--- src/source/cluster_route_pkg.sv ---
package cluster_route_pkg;

    localparam int word_width = 16;
    localparam int mem_words  = 1024;

    // byte base addresses, word n of a region sits at base + 2n
    localparam logic [word_width-1:0] sinks_base       = 16'h008;
    localparam logic [word_width-1:0] neighbor_id_base = 16'h048;
    localparam logic [word_width-1:0] cluster_id_base  = 16'h0C8;
    localparam logic [word_width-1:0] battery_base     = 16'h148;
    localparam logic [word_width-1:0] qvalue_base      = 16'h1C8;
    localparam logic [word_width-1:0] hcm_base         = 16'h648;

    typedef struct packed {
        logic                  cyc;
        logic                  stb;
        logic                  we;
        logic [word_width-1:0] adr;
        logic [word_width-1:0] dat_w;
    } wb_req_t;

    typedef struct packed {
        logic                  ack;
        logic [word_width-1:0] dat_r;
    } wb_rsp_t;

    typedef struct packed {
        logic [word_width-1:0] better_neighbors;
        logic [word_width-1:0] best_hop;
        logic [word_width-1:0] best_value;       // Q8.8
        logic [word_width-1:0] best_neighbor_id;
        logic [word_width-1:0] next_sink;
    } scan_result_t;

    typedef enum logic [2:0] {
        check_cluster,
        check_battery,
        check_qvalue,
        weigh_hop,
        read_neighbor_id,
        match_sinks,
        read_best_id,
        finished
    } scan_state_t;

    // Q8.8 times Q8.8, back to Q8.8 with saturation
    function automatic logic [word_width-1:0] q88_mul(input logic [word_width-1:0] a,
                                                      input logic [word_width-1:0] b);
        logic [31:0] prod;
        prod = (32'(a) * 32'(b)) >> 8;
        return (prod > 32'h0000_FFFF) ? 16'hFFFF : prod[15:0];
    endfunction

    // ceil((length - 1) * battery), battery in Q8.8, clamped to the last entry
    function automatic logic [word_width-1:0] hcm_index(input logic [word_width-1:0] battery,
                                                        input logic [word_width-1:0] length);
        logic [31:0] scaled;
        logic [31:0] idx;
        scaled = 32'(length - 16'd1) * 32'(battery);
        idx = (scaled + 32'd255) >> 8;
        if (idx > 32'(length - 16'd1)) begin
            idx = 32'(length - 16'd1);
        end
        return idx[15:0];
    endfunction

endpackage

--- src/source/wb_two_master_arbiter.sv ---
`timescale 1ns/1ps

module wb_two_master_arbiter
    import cluster_route_pkg::*;
(
    input  logic    clock,
    input  logic    nrst,
    input  wb_req_t host_req,
    output wb_rsp_t host_rsp,
    input  wb_req_t scan_req,
    output wb_rsp_t scan_rsp,
    output wb_req_t mem_req,
    input  wb_rsp_t mem_rsp
);

    logic locked;      // some master owns the bus
    logic owner_scan;  // owner while locked
    logic grant_scan;

    // host wins when the bus is free
    always_comb begin
        if (locked) begin
            grant_scan = owner_scan;
        end else begin
            grant_scan = !host_req.cyc && scan_req.cyc;
        end
    end

    // hold the grant for as long as the owner keeps cyc up
    always_ff @(posedge clock) begin
        if (!nrst) begin
            locked     <= 1'b0;
            owner_scan <= 1'b0;
        end else begin
            locked     <= grant_scan ? scan_req.cyc : host_req.cyc;
            owner_scan <= grant_scan;
        end
    end

    assign mem_req = grant_scan ? scan_req : host_req;

    assign host_rsp = '{ack: mem_rsp.ack && !grant_scan, dat_r: mem_rsp.dat_r};
    assign scan_rsp = '{ack: mem_rsp.ack && grant_scan, dat_r: mem_rsp.dat_r};

    // an ack only ever answers the master granted at the access edge
    a_host_ack: assert property (
        @(posedge clock) disable iff (!nrst)
        host_rsp.ack |-> host_req.cyc && !$past(grant_scan)
    ) else $error("host saw an ack it does not own");

    a_scan_ack: assert property (
        @(posedge clock) disable iff (!nrst)
        scan_rsp.ack |-> scan_req.cyc && $past(grant_scan)
    ) else $error("scanner saw an ack it does not own");

endmodule

--- config.mk ---
export PLATFORM = sky130hd
export DESIGN_NAME = wb_two_master_arbiter
export DESIGN_NICKNAME = d
export VERILOG_FILES = /design/src/source/cluster_route_pkg.sv /design/src/source/wb_two_master_arbiter.sv
export SDC_FILE = /design/constraint.sdc
export NUM_CORES = 1
export LEC_CHECK = 0
export CORE_AREA = 5 5 57 59
export DETAILED_ROUTE_END_ITERATION = 7
export DIE_AREA = 0 0 62 64
export DONT_BUFFER_PORTS = 1
export GPL_TIMING_DRIVEN = 1
export PLACE_DENSITY = 0.6
export SYNTH_ARGS = -nofsm -noshare
export SYNTH_HDL_FRONTEND = slang
export SYNTH_SLANG_ARGS = --single-unit
export TNS_END_PERCENT = 1
--- constraint.sdc ---
create_clock -name clock -period 1.46 [get_ports clock]
set_input_delay 0.219 -clock clock [delete_from_list [all_inputs] [get_ports clock]]
set_output_delay 0.219 -clock clock [all_outputs]
set_load 0.005 [all_outputs]
==> impl_metrics.csv <==
group,metric,value,unit
status,outcome,"finished with violations",
status,violations,"negative setup slack",
floorplanning,io_pins,158,
floorplanning,rows,19,
setup_path,cp_max_fo,5,
routing,dr.pass1.iters,6,
setup_path,required,1.24,ns
setup_path,path_cells,"nand2_2 -> a21boi_4 -> buf_6 -> clkbuf_16 -> mux2_4",
floorplanning,dieHeight,64,microns
clock_tree,cts_buffers,3,
clock_tree,cts_max_level,1,
routing,routedWlPerCell,28.2,microns
routing,drc,0,
cells_and_area,area_growth_syn_to_layout,2.89,%
sta,hold_violations,0,
placement,dpl-instance-area,671,sq um
cells_and_area,layout.cells.most_common_list,"mux2_4 (34), nor2_1 (3), clkbuf_4 (3), clkbuf_16 (3)",
grt,grt_first_pass_wirelength,3050,microns
job,max_cap_viol_count,0,
floorplanning,start_util,0.325,
yosys,ys_warn_count,0,
clock_tree,clk_latency,0.22,ns
sta,worst_pin_slew,0.183,ns
sta,fin_worst_skew,0.00279,ns
yosys,ys_seq_area_frac,0.0462,
sta,maxSlewViolCount,0,
sta,fmax,609,MHz
sta,finalSetupTns,-5.25,ns
clock_tree,cts_tree,"built",
yosys,synth.distinct_cells,13,
cells_and_area,nNetsFinal,152,
cells_and_area,layout-drive-gt1-share,0.836,
routing,vias_per_cell,5.70,
clock_tree,root_buffer,"clkbuf_4",
cells_and_area,final_common_cell,"mux2_4",
clock_tree,cts_sinks,2,
routing,num_vias,524,
cells_and_area,post-route-util,0.335,
cells_and_area,antenna_cells,0,
grt,use_met2,0.189,
yosys,synth.avg_cell_area,10.4,sq um
grt,grt_use_total,0.103,
sta,rsz0062_at_grt,"true",
clock_tree,clk_pin_slew_worst_paths,0.03,ns
floorplanning,floorplan.die_area,3970,sq um
grt,grtUsageMet3,0.0402,
placement,place_ws,0.0239,ns
sta,setup_viol,34,
yosys,synthesis.area,866,sq um
routing,drt-initial-drc-count,4,
routing,antenna_left,0,
pwr,ir_drop,0.000432,V
yosys,synth_area_leaders,"mux2_4 (47%), buf_4 (28%), mux2_2 (9.1%)",
grt,top_usage_layer,"met2",
sta,holdWs,0.138,ns
grt,grt_max_degree,11,
pwr,p_leak,0.482,nW
floorplanning,core,2660,sq um
sta,min_period_over_period,1.13,
sta,slew-limit-headroom,0.878,
cells_and_area,final_cells,92,
yosys,syn_nets,172,
setup_path,critPathKind,"reg2out",
yosys,syn_inst,83,
placement,placedCellCount,80,
setup_path,arrival,1.42,ns
cells_and_area,finalInstanceArea,891,sq um
pwr,p_per_area,560,nW/um^2
setup_path,startpoint_type,"register",
placement,io_buffers,0,
setup_path,end_kind,"primary output",
grt,gr-usage-met1,0.0943,
routing,drt-total-wl,2600,microns
grt,grt_overflow_total,0,
yosys,synth_seq_cells,2,
clock_tree,max-clock-path-buffers,2,
cells_and_area,fillers,269,
grt,grt_pass1_vias,615,
pwr,p_total,498,uW
floorplanning,die_w,62,microns
sta,setup_slack,-0.183,ns
setup_path,cpMaxStageDelayCell,"dfxtp_1",
yosys,synth_area_leader_cell,"mux2_4",
setup_path,cpPeakStageDelay,0.31,ns
sta,layout_min_cycle_time,1.64,ns
min_path,hold_path.class,"in2reg",
grt,antenna_found_initial,0,
yosys,synth_top_area_frac,0.468,
placement,gp_congestion,0.618,
synth_stat cells (all sizes together):
cell / number
mux2: 34
dfxtp: 2
buf: 36
nor2: 3
a211oi: 1
inv: 1
nor2b: 1
nand2: 1
a21boi: 1
a21oi: 2
and2: 1
power breakdown:
| group | switching [mW] | total [mW] | internal, mW |
|---|---|---|---|
| clock network | 0.0274 | 0.118 | 0.0903 |
| registers | 0.00293 | 0.0622 | 0.0593 |
| logic | 0.109 | 0.319 | 0.210 |
cell type report:
class | instances | area, sq um | area share
Timing Repair Buffer | 11 | 208 | 0.233
Multi-Input combinational cell | 44 | 577 | 0.647
Clock buffer | 3 | 22.5 | 0.0253
Tap cell | 31 | 38.8 | 0.0435
Sequential cell | 2 | 41.3 | 0.0463
Inverter | 1 | 3.75 | 0.00421
what timing repair did:
item	CTS	global route
endpoints found under the hold margin	0	0
setup buffers	2	2
cloned	2	3
hold buffers	0	0
gates resized for setup	8	5
pin swaps	1	1
setup endpoints to repair	34	36
metal layers:
layer	up-vias	wire (microns)
met5	-	0
met4	0	55
met3	12	420
met2	83	1400
met1	221	719
li1	208	-
flip-flops by register name, summed over array words and instances (netlist names):
| register | flops |
|---|---|
| locked | 1 |
| owner_scan | 1 |
final timing paths:
path,slack [ns],end,start,cells after the start
setup / recovery,-0.18,mem_req[23],owner_scan,5
hold / removal,0.14,locked,nrst,2
setup reg to reg,0.46,owner_scan,owner_scan,5
hold reg to reg,0.54,locked,locked,2
critical path, delay by kind of cell, from the launching register on:
family	cells	cell delay, ns
buf+inv	2	0.33
flops	1	0.31
mux	1	0.31
compound gates	1	0.19
simple gates	1	0.07
cells by family after synthesis:
logic type | synth area share
compound gates | 0.0289
mux | 0.559
simple gates | 0.0318
flops | 0.0462
buf+inv | 0.334
(Power assumes the default switching activity.)
