--- config.mk ---
export PLATFORM = sky130hd
export DESIGN_NAME = better_neighbor_scan
export DESIGN_NICKNAME = d
export VERILOG_FILES = /design/src/source/cluster_route_pkg.sv /design/src/source/better_neighbor_scan.sv
export SDC_FILE = /design/constraint.sdc
export NUM_CORES = 1
export LEC_CHECK = 0
export BUFFER_PORTS_ARGS = -buffer_cell sky130_fd_sc_hd__buf_2
export CORE_AREA = 2 2 201 203
export DETAILED_ROUTE_END_ITERATION = 10
export DIE_AREA = 0 0 203 205
export GPL_TIMING_DRIVEN = 0
export PLACE_DENSITY = 0.66
export SLEW_MARGIN = 25
export SYNTH_ARGS = -nofsm -noshare
export SYNTH_HDL_FRONTEND = slang
export SYNTH_SLANG_ARGS = --single-unit
--- constraint.sdc ---
create_clock -name clock -period 13 [get_ports clock]
set_input_delay 2.6 -clock clock [delete_from_list [all_inputs] [get_ports clock]]
set_output_delay 2.6 -clock clock [all_outputs]
set_load 0.005 [all_outputs]
--- src/source/cluster_route_pkg.sv ---
package cluster_route_pkg;

    localparam int word_width = 16;
    localparam int mem_words  = 1024;

    // byte base addresses, word n of a region sits at base + 2n
    localparam logic [word_width-1:0] sinks_base       = 16'h008;
    localparam logic [word_width-1:0] neighbor_id_base = 16'h048;
    localparam logic [word_width-1:0] cluster_id_base  = 16'h0C8;
    localparam logic [word_width-1:0] battery_base     = 16'h148;
    localparam logic [word_width-1:0] qvalue_base      = 16'h1C8;
    localparam logic [word_width-1:0] hcm_base         = 16'h648;

    typedef struct packed {
        logic                  cyc;
        logic                  stb;
        logic                  we;
        logic [word_width-1:0] adr;
        logic [word_width-1:0] dat_w;
    } wb_req_t;

    typedef struct packed {
        logic                  ack;
        logic [word_width-1:0] dat_r;
    } wb_rsp_t;

    typedef struct packed {
        logic [word_width-1:0] better_neighbors;
        logic [word_width-1:0] best_hop;
        logic [word_width-1:0] best_value;       // Q8.8
        logic [word_width-1:0] best_neighbor_id;
        logic [word_width-1:0] next_sink;
    } scan_result_t;

    typedef enum logic [2:0] {
        check_cluster,
        check_battery,
        check_qvalue,
        weigh_hop,
        read_neighbor_id,
        match_sinks,
        read_best_id,
        finished
    } scan_state_t;

    // Q8.8 times Q8.8, back to Q8.8 with saturation
    function automatic logic [word_width-1:0] q88_mul(input logic [word_width-1:0] a,
                                                      input logic [word_width-1:0] b);
        logic [31:0] prod;
        prod = (32'(a) * 32'(b)) >> 8;
        return (prod > 32'h0000_FFFF) ? 16'hFFFF : prod[15:0];
    endfunction

    // ceil((length - 1) * battery), battery in Q8.8, clamped to the last entry
    function automatic logic [word_width-1:0] hcm_index(input logic [word_width-1:0] battery,
                                                        input logic [word_width-1:0] length);
        logic [31:0] scaled;
        logic [31:0] idx;
        scaled = 32'(length - 16'd1) * 32'(battery);
        idx = (scaled + 32'd255) >> 8;
        if (idx > 32'(length - 16'd1)) begin
            idx = 32'(length - 16'd1);
        end
        return idx[15:0];
    endfunction

endpackage

--- src/source/better_neighbor_scan.sv ---
`timescale 1ns/1ps

module better_neighbor_scan
    import cluster_route_pkg::*;
#(
    parameter int num_neighbors = 64,
    parameter int num_sinks     = 16,
    parameter int hcm_length    = 11
) (
    input  logic                  clock,
    input  logic                  nrst,
    input  logic                  start,
    input  logic [word_width-1:0] my_cluster_id,
    input  logic [word_width-1:0] my_best,            // Q8.8
    input  logic [word_width-1:0] battery_threshold,  // Q8.8
    output wb_req_t               bus_req,
    input  wb_rsp_t               bus_rsp,
    output logic                  done,
    output scan_result_t          result
);

    localparam logic [word_width-1:0] no_hop        = 16'(num_neighbors + 1);
    localparam logic [word_width-1:0] last_neighbor = 16'(num_neighbors - 1);
    localparam logic [word_width-1:0] last_sink     = 16'(num_sinks - 1);

    localparam scan_result_t result_init = '{
        better_neighbors: 16'd0,
        best_hop:         no_hop,
        best_value:       16'hFFFE,
        best_neighbor_id: 16'hFFFF,
        next_sink:        no_hop
    };

    scan_state_t           state;
    logic                  running;
    logic                  got_ack;
    logic [word_width-1:0] i;            // neighbor index
    logic [word_width-1:0] j;            // sink index
    logic [word_width-1:0] battery;
    logic [word_width-1:0] qvalue;
    logic [word_width-1:0] neighbor_id;
    logic [word_width-1:0] hcm_k;
    logic [word_width-1:0] weighted;
    logic [word_width-1:0] next_adr;

    assign got_ack  = bus_req.cyc && bus_rsp.ack;
    assign hcm_k    = hcm_index(battery, 16'(hcm_length));
    assign weighted = q88_mul(qvalue, bus_rsp.dat_r);

    // where the current state reads from
    always_comb begin
        case (state)
            check_cluster:    next_adr = cluster_id_base + (i << 1);
            check_battery:    next_adr = battery_base + (i << 1);
            check_qvalue:     next_adr = qvalue_base + (i << 1);
            weigh_hop:        next_adr = hcm_base + (hcm_k << 1);
            read_neighbor_id: next_adr = neighbor_id_base + (i << 1);
            match_sinks:      next_adr = sinks_base + (j << 1);
            read_best_id:     next_adr = neighbor_id_base + (result.best_hop << 1);
            default:          next_adr = '0;
        endcase
    end

    // state after neighbor idx is done with
    function automatic scan_state_t after_neighbor(input logic [word_width-1:0] idx,
                                                   input logic [word_width-1:0] hop);
        if (idx == last_neighbor) begin
            return (hop != no_hop) ? read_best_id : finished;
        end
        return check_cluster;
    endfunction

    always_ff @(posedge clock) begin
        if (!nrst) begin
            state   <= finished;
            running <= 1'b0;
            done    <= 1'b0;
            i       <= '0;
            j       <= '0;
            bus_req <= '0;
            result  <= result_init;
        end else if (start && !running) begin
            state   <= check_cluster;
            running <= 1'b1;
            done    <= 1'b0;
            i       <= '0;
            j       <= '0;
            result  <= result_init;
        end else if (running) begin
            if (state == finished) begin
                running <= 1'b0;
                done    <= 1'b1;
            end else if (!bus_req.cyc) begin
                bus_req.cyc <= 1'b1;  // open a read cycle
                bus_req.stb <= 1'b1;
                bus_req.adr <= next_adr;
            end else if (bus_rsp.ack) begin
                bus_req.cyc <= 1'b0;  // idle a cycle between reads
                bus_req.stb <= 1'b0;
                case (state)
                    check_cluster: begin
                        if (bus_rsp.dat_r != my_cluster_id) begin
                            i     <= i + 16'd1;
                            state <= after_neighbor(i, result.best_hop);
                        end else begin
                            state <= check_battery;
                        end
                    end
                    check_battery: begin
                        if (bus_rsp.dat_r < battery_threshold) begin
                            i     <= i + 16'd1;  // dead neighbor
                            state <= after_neighbor(i, result.best_hop);
                        end else begin
                            state <= check_qvalue;
                        end
                    end
                    check_qvalue: begin
                        if (bus_rsp.dat_r <= my_best) begin
                            result.better_neighbors <= result.better_neighbors + 16'd1;
                            state <= weigh_hop;
                        end else begin
                            state <= read_neighbor_id;
                        end
                    end
                    weigh_hop: begin
                        if (weighted < result.best_value) begin  // strictly lower only
                            result.best_value <= weighted;
                            result.best_hop   <= i;
                        end
                        state <= read_neighbor_id;
                    end
                    read_neighbor_id: begin
                        j     <= '0;
                        state <= match_sinks;
                    end
                    match_sinks: begin
                        if (bus_rsp.dat_r == neighbor_id) begin
                            result.next_sink <= i;  // last match wins
                        end
                        if (j == last_sink) begin
                            j     <= '0;
                            i     <= i + 16'd1;
                            state <= after_neighbor(i, result.best_hop);
                        end else begin
                            j <= j + 16'd1;
                        end
                    end
                    read_best_id: begin
                        result.best_neighbor_id <= bus_rsp.dat_r;
                        state <= finished;
                    end
                    default: state <= finished;
                endcase
            end
        end
    end

    // words kept from earlier reads of the same neighbor
    always_ff @(posedge clock) begin
        if (got_ack) begin
            case (state)
                check_battery:    battery     <= bus_rsp.dat_r;
                check_qvalue:     qvalue      <= bus_rsp.dat_r;
                read_neighbor_id: neighbor_id <= bus_rsp.dat_r;
                default:          ;
            endcase
        end
    end

    a_hcm_inside: assert property (
        @(posedge clock) disable iff (!nrst)
        bus_req.cyc && state == weigh_hop |->
            bus_req.adr >= hcm_base && bus_req.adr < hcm_base + 16'(2 * hcm_length)
    ) else $error("hop cost read outside table at %h", bus_req.adr);

    a_done_idle: assert property (
        @(posedge clock) disable iff (!nrst)
        !(done && bus_req.cyc)
    ) else $error("bus cycle open after done");

endmodule

==> metrics <==
Final Max Tran Viols=0; ys async rst share=0%; CP peak stage delay=roughly 0.65 ns; initial antenna violation count=0; worst clock skew=roughly 0.019 ns; largest net degree at the start of global routing=23; hold-fix buffers at CTS=0; via density per instance=roughly 5.6; P&R area growth vs syn=11.1%; most frequent CP cell=fa_1; CTS clock-pin slew for the worst setup and hold paths=around 0.090 ns; RSZ-0062 raised after global routing=false; DP HPWL=approximately 47 mm; TritonCTS clock tree=done; hold path depth=2; post-synthesis sequential area ratio=21.0%; most common cell after layout, fill and taps aside=nand2_1; first-pass GRT wire length=approximately 95 mm; clk root buf=clkbuf_16; status=completed; share of cells above drive strength 1=a little under an eighth; met2 Use GR=46.7%; Setup crit start kind=primary input; DRT Wirelength=just under 60 mm; synthesized-area fraction occupied by adder cells=31.6%; Clock Sinks=~180; CP Class=in -> reg; Core Region=39400 sq um; maximum fanout along the worst path=10; crit end category=register; Worst Hold Class=reg -> reg; Syn Area/Cell=approximately 8.6 sq um; main combinational cell family by area after synthesis=adder cells; Setup TNS=0 ns; Num CTS Buffers=17; Ys Warns=0; synthesized cell area=between 15000 and 20000 sq um; main flop type after synthesis=dfxtp_1; die area=roughly 42000 sq um; Post-synth EDFFs=48; buffer depth of the longest clock path=2; I/O Buffers=roughly 170; Seq cells post-synth=182; Worst-Margin Slew=0.905 ns; num rows=73; Synth Area in Compound Gates=between 10 and 15%; grt ovf=0; final hold vios=0; Finished Layout Cells=around 3000; Req. time, crit path=between 10 and 15 ns; Peak supply drop=0.121 mV; htree depth=4; number of remaining DRC errors=0; via count=roughly 17000; R2R Setup Slk=~2.8 ns; post-CTS sizing=0; Worst-Skew Late Latency=about 0.46 ns; Pwr Density=144 nW/um^2; postcts setup bufs=0; met1 Usage GRT=between 40% and 50%; Ports=184; Initial Util=approximately half; Worst EP arrival=between 10 and 15 ns; Final ANT Viol Nets=0; synth unique cells=77; ant diodes=0; Synth Area in Simple Gates=a little under 20%; GR peak layer=met2; post-synthesis mux area share=2.38%; period utilization=95.0%; slowest CP cell=clkbuf_1; total track usage=between 20% and 30%; Pre-Repair DR Iteration Count=6; Max Cap Violations=0; placed cells=~3000; Max-slew headroom=39.6%; Leakage=10.4 nW; wire length per cell=between 15 and 20 um; die span in x=roughly 200 um; gpl congestion=0.958; commonest cells after routing, fill and taps aside=309 x nand2_1, 302 x inv_1, 194 x fa_1; cell count after synthesis=2274; Post-Synth XOR/XNOR Area=between 5 and 6%; Min Clock Period, post-route=approximately 12 ns; fmax=0.0810 GHz; FF-to-FF path depth=34; # setup viols final=0; die height=slightly above 200 um; vias in the first global route=about 17000; Final #Nets=2915; first-iteration detailed-routing DRC count=~1400; GR Util met3=5.27%
## layer usage
layer,wire length [um],up-vias
li1,-,7873
met1,25600,8251
met2,27000,635
met3,4490,96
met4,1570,0
met5,0,-
## final cells by class
class	instances	area, sq um
sequential	182	4120
fill	3621	17600
inverter	302	1130
clock buffer	17	425
clock inverter	15	211
tap	525	657
buffer	134	673
timing repair buffer	166	833
multi-input combinational	1666	13700
## flip-flops by register name, summed over array words and instances, names as in the netlist
name         count
qvalue          16
state            3
done             1
result          80
battery         16
j               16
bus_req         17
running          1
neighbor_id     16
i               16
## worst max-delay path, delay by kind of cell
family                   cells  cell delay, ns
adder cells (fa/ha/maj)      8            3.70
buffers and inverters       12            2.27
AO/OA/AOI/OAI                9            2.19
AND/OR/NAND/NOR              8            1.67
multiplexers                 1            0.21
## cell families (layout without fill, tap and decap cells)
| logic type | after synthesis | in the layout |
|---|---|---|
| adder cells (fa/ha/maj) | 378 | 378 |
| other | 1 | 18 |
| AO/OA/AOI/OAI | 339 | 339 |
| flip-flops | 182 | 182 |
| XOR/XNOR | 114 | 114 |
| multiplexers | 46 | 46 |
| AND/OR/NAND/NOR | 771 | 771 |
| buffers and inverters | 443 | 634 |
## cell usage after synthesis, types with 18 or more instances
| library cell | n | area, sq um |
|---|---|---|
| nand2_1 | 309 | 1160 |
| inv_1 | 302 | 1130 |
| fa_1 | 194 | 3880 |
| ha_1 | 184 | 2300 |
| dfxtp_1 | 134 | 2680 |
| and2_1 | 124 | 776 |
| nor2_1 | 106 | 398 |
| a21oi_1 | 98 | 490 |
| clkbuf_1 | 86 | 323 |
| xor2_1 | 79 | 692 |
| o21ai_0 | 78 | 390 |
| nand3_1 | 61 | 305 |
| edfxtp_1 | 48 | 1440 |
| mux2i_1 | 41 | 410 |
| nand4_1 | 38 | 238 |
| xnor2_1 | 35 | 307 |
| a21o_1 | 26 | 195 |
| nor3_1 | 22 | 110 |
| a31oi_1 | 19 | 119 |
| buf_2 | 18 | 90.1 |
| buf_4 | 18 | 135 |
| nor4_1 | 18 | 113 |
## power by group
group          switching, mW  leakage (nW)  total [mW]  internal (mW)
clock                  0.290         0.306       0.560          0.270
combinational           1.24          8.57        1.98          0.733
sequential           0.00465          1.52       0.592          0.587
## worst paths after layout
kind	to	start
worst min register to register	result[17]$_SDFFE_PP1P_	result[17]$_SDFFE_PP1P_
worst min-delay path	result[17]$_SDFFE_PP1P_	result[17]$_SDFFE_PP1P_
worst max-delay path	result[35]$_SDFFE_PP1P_	bus_rsp[7]
worst max register to register	result[35]$_SDFFE_PP1P_	qvalue[9]$_DFFE_PP_
## metrics by stage
stage	util, %	power (mW)	hold WS, ns	area [sq um]	setup WS (ns)
after floorplan	-	2.01	0.463	19700	2.00
after global placement	53.7	2.55	0.452	21100	0.240
after detailed placement	53.8	2.55	0.460	21200	0.0438
after CTS	55.4	3.13	0.480	21800	0.519
after global routing	55.3	3.41	0.493	21800	0.00995
final	55.3	3.13	0.476	21800	0.653
Note: power is estimated with default switching activity, not from simulation.
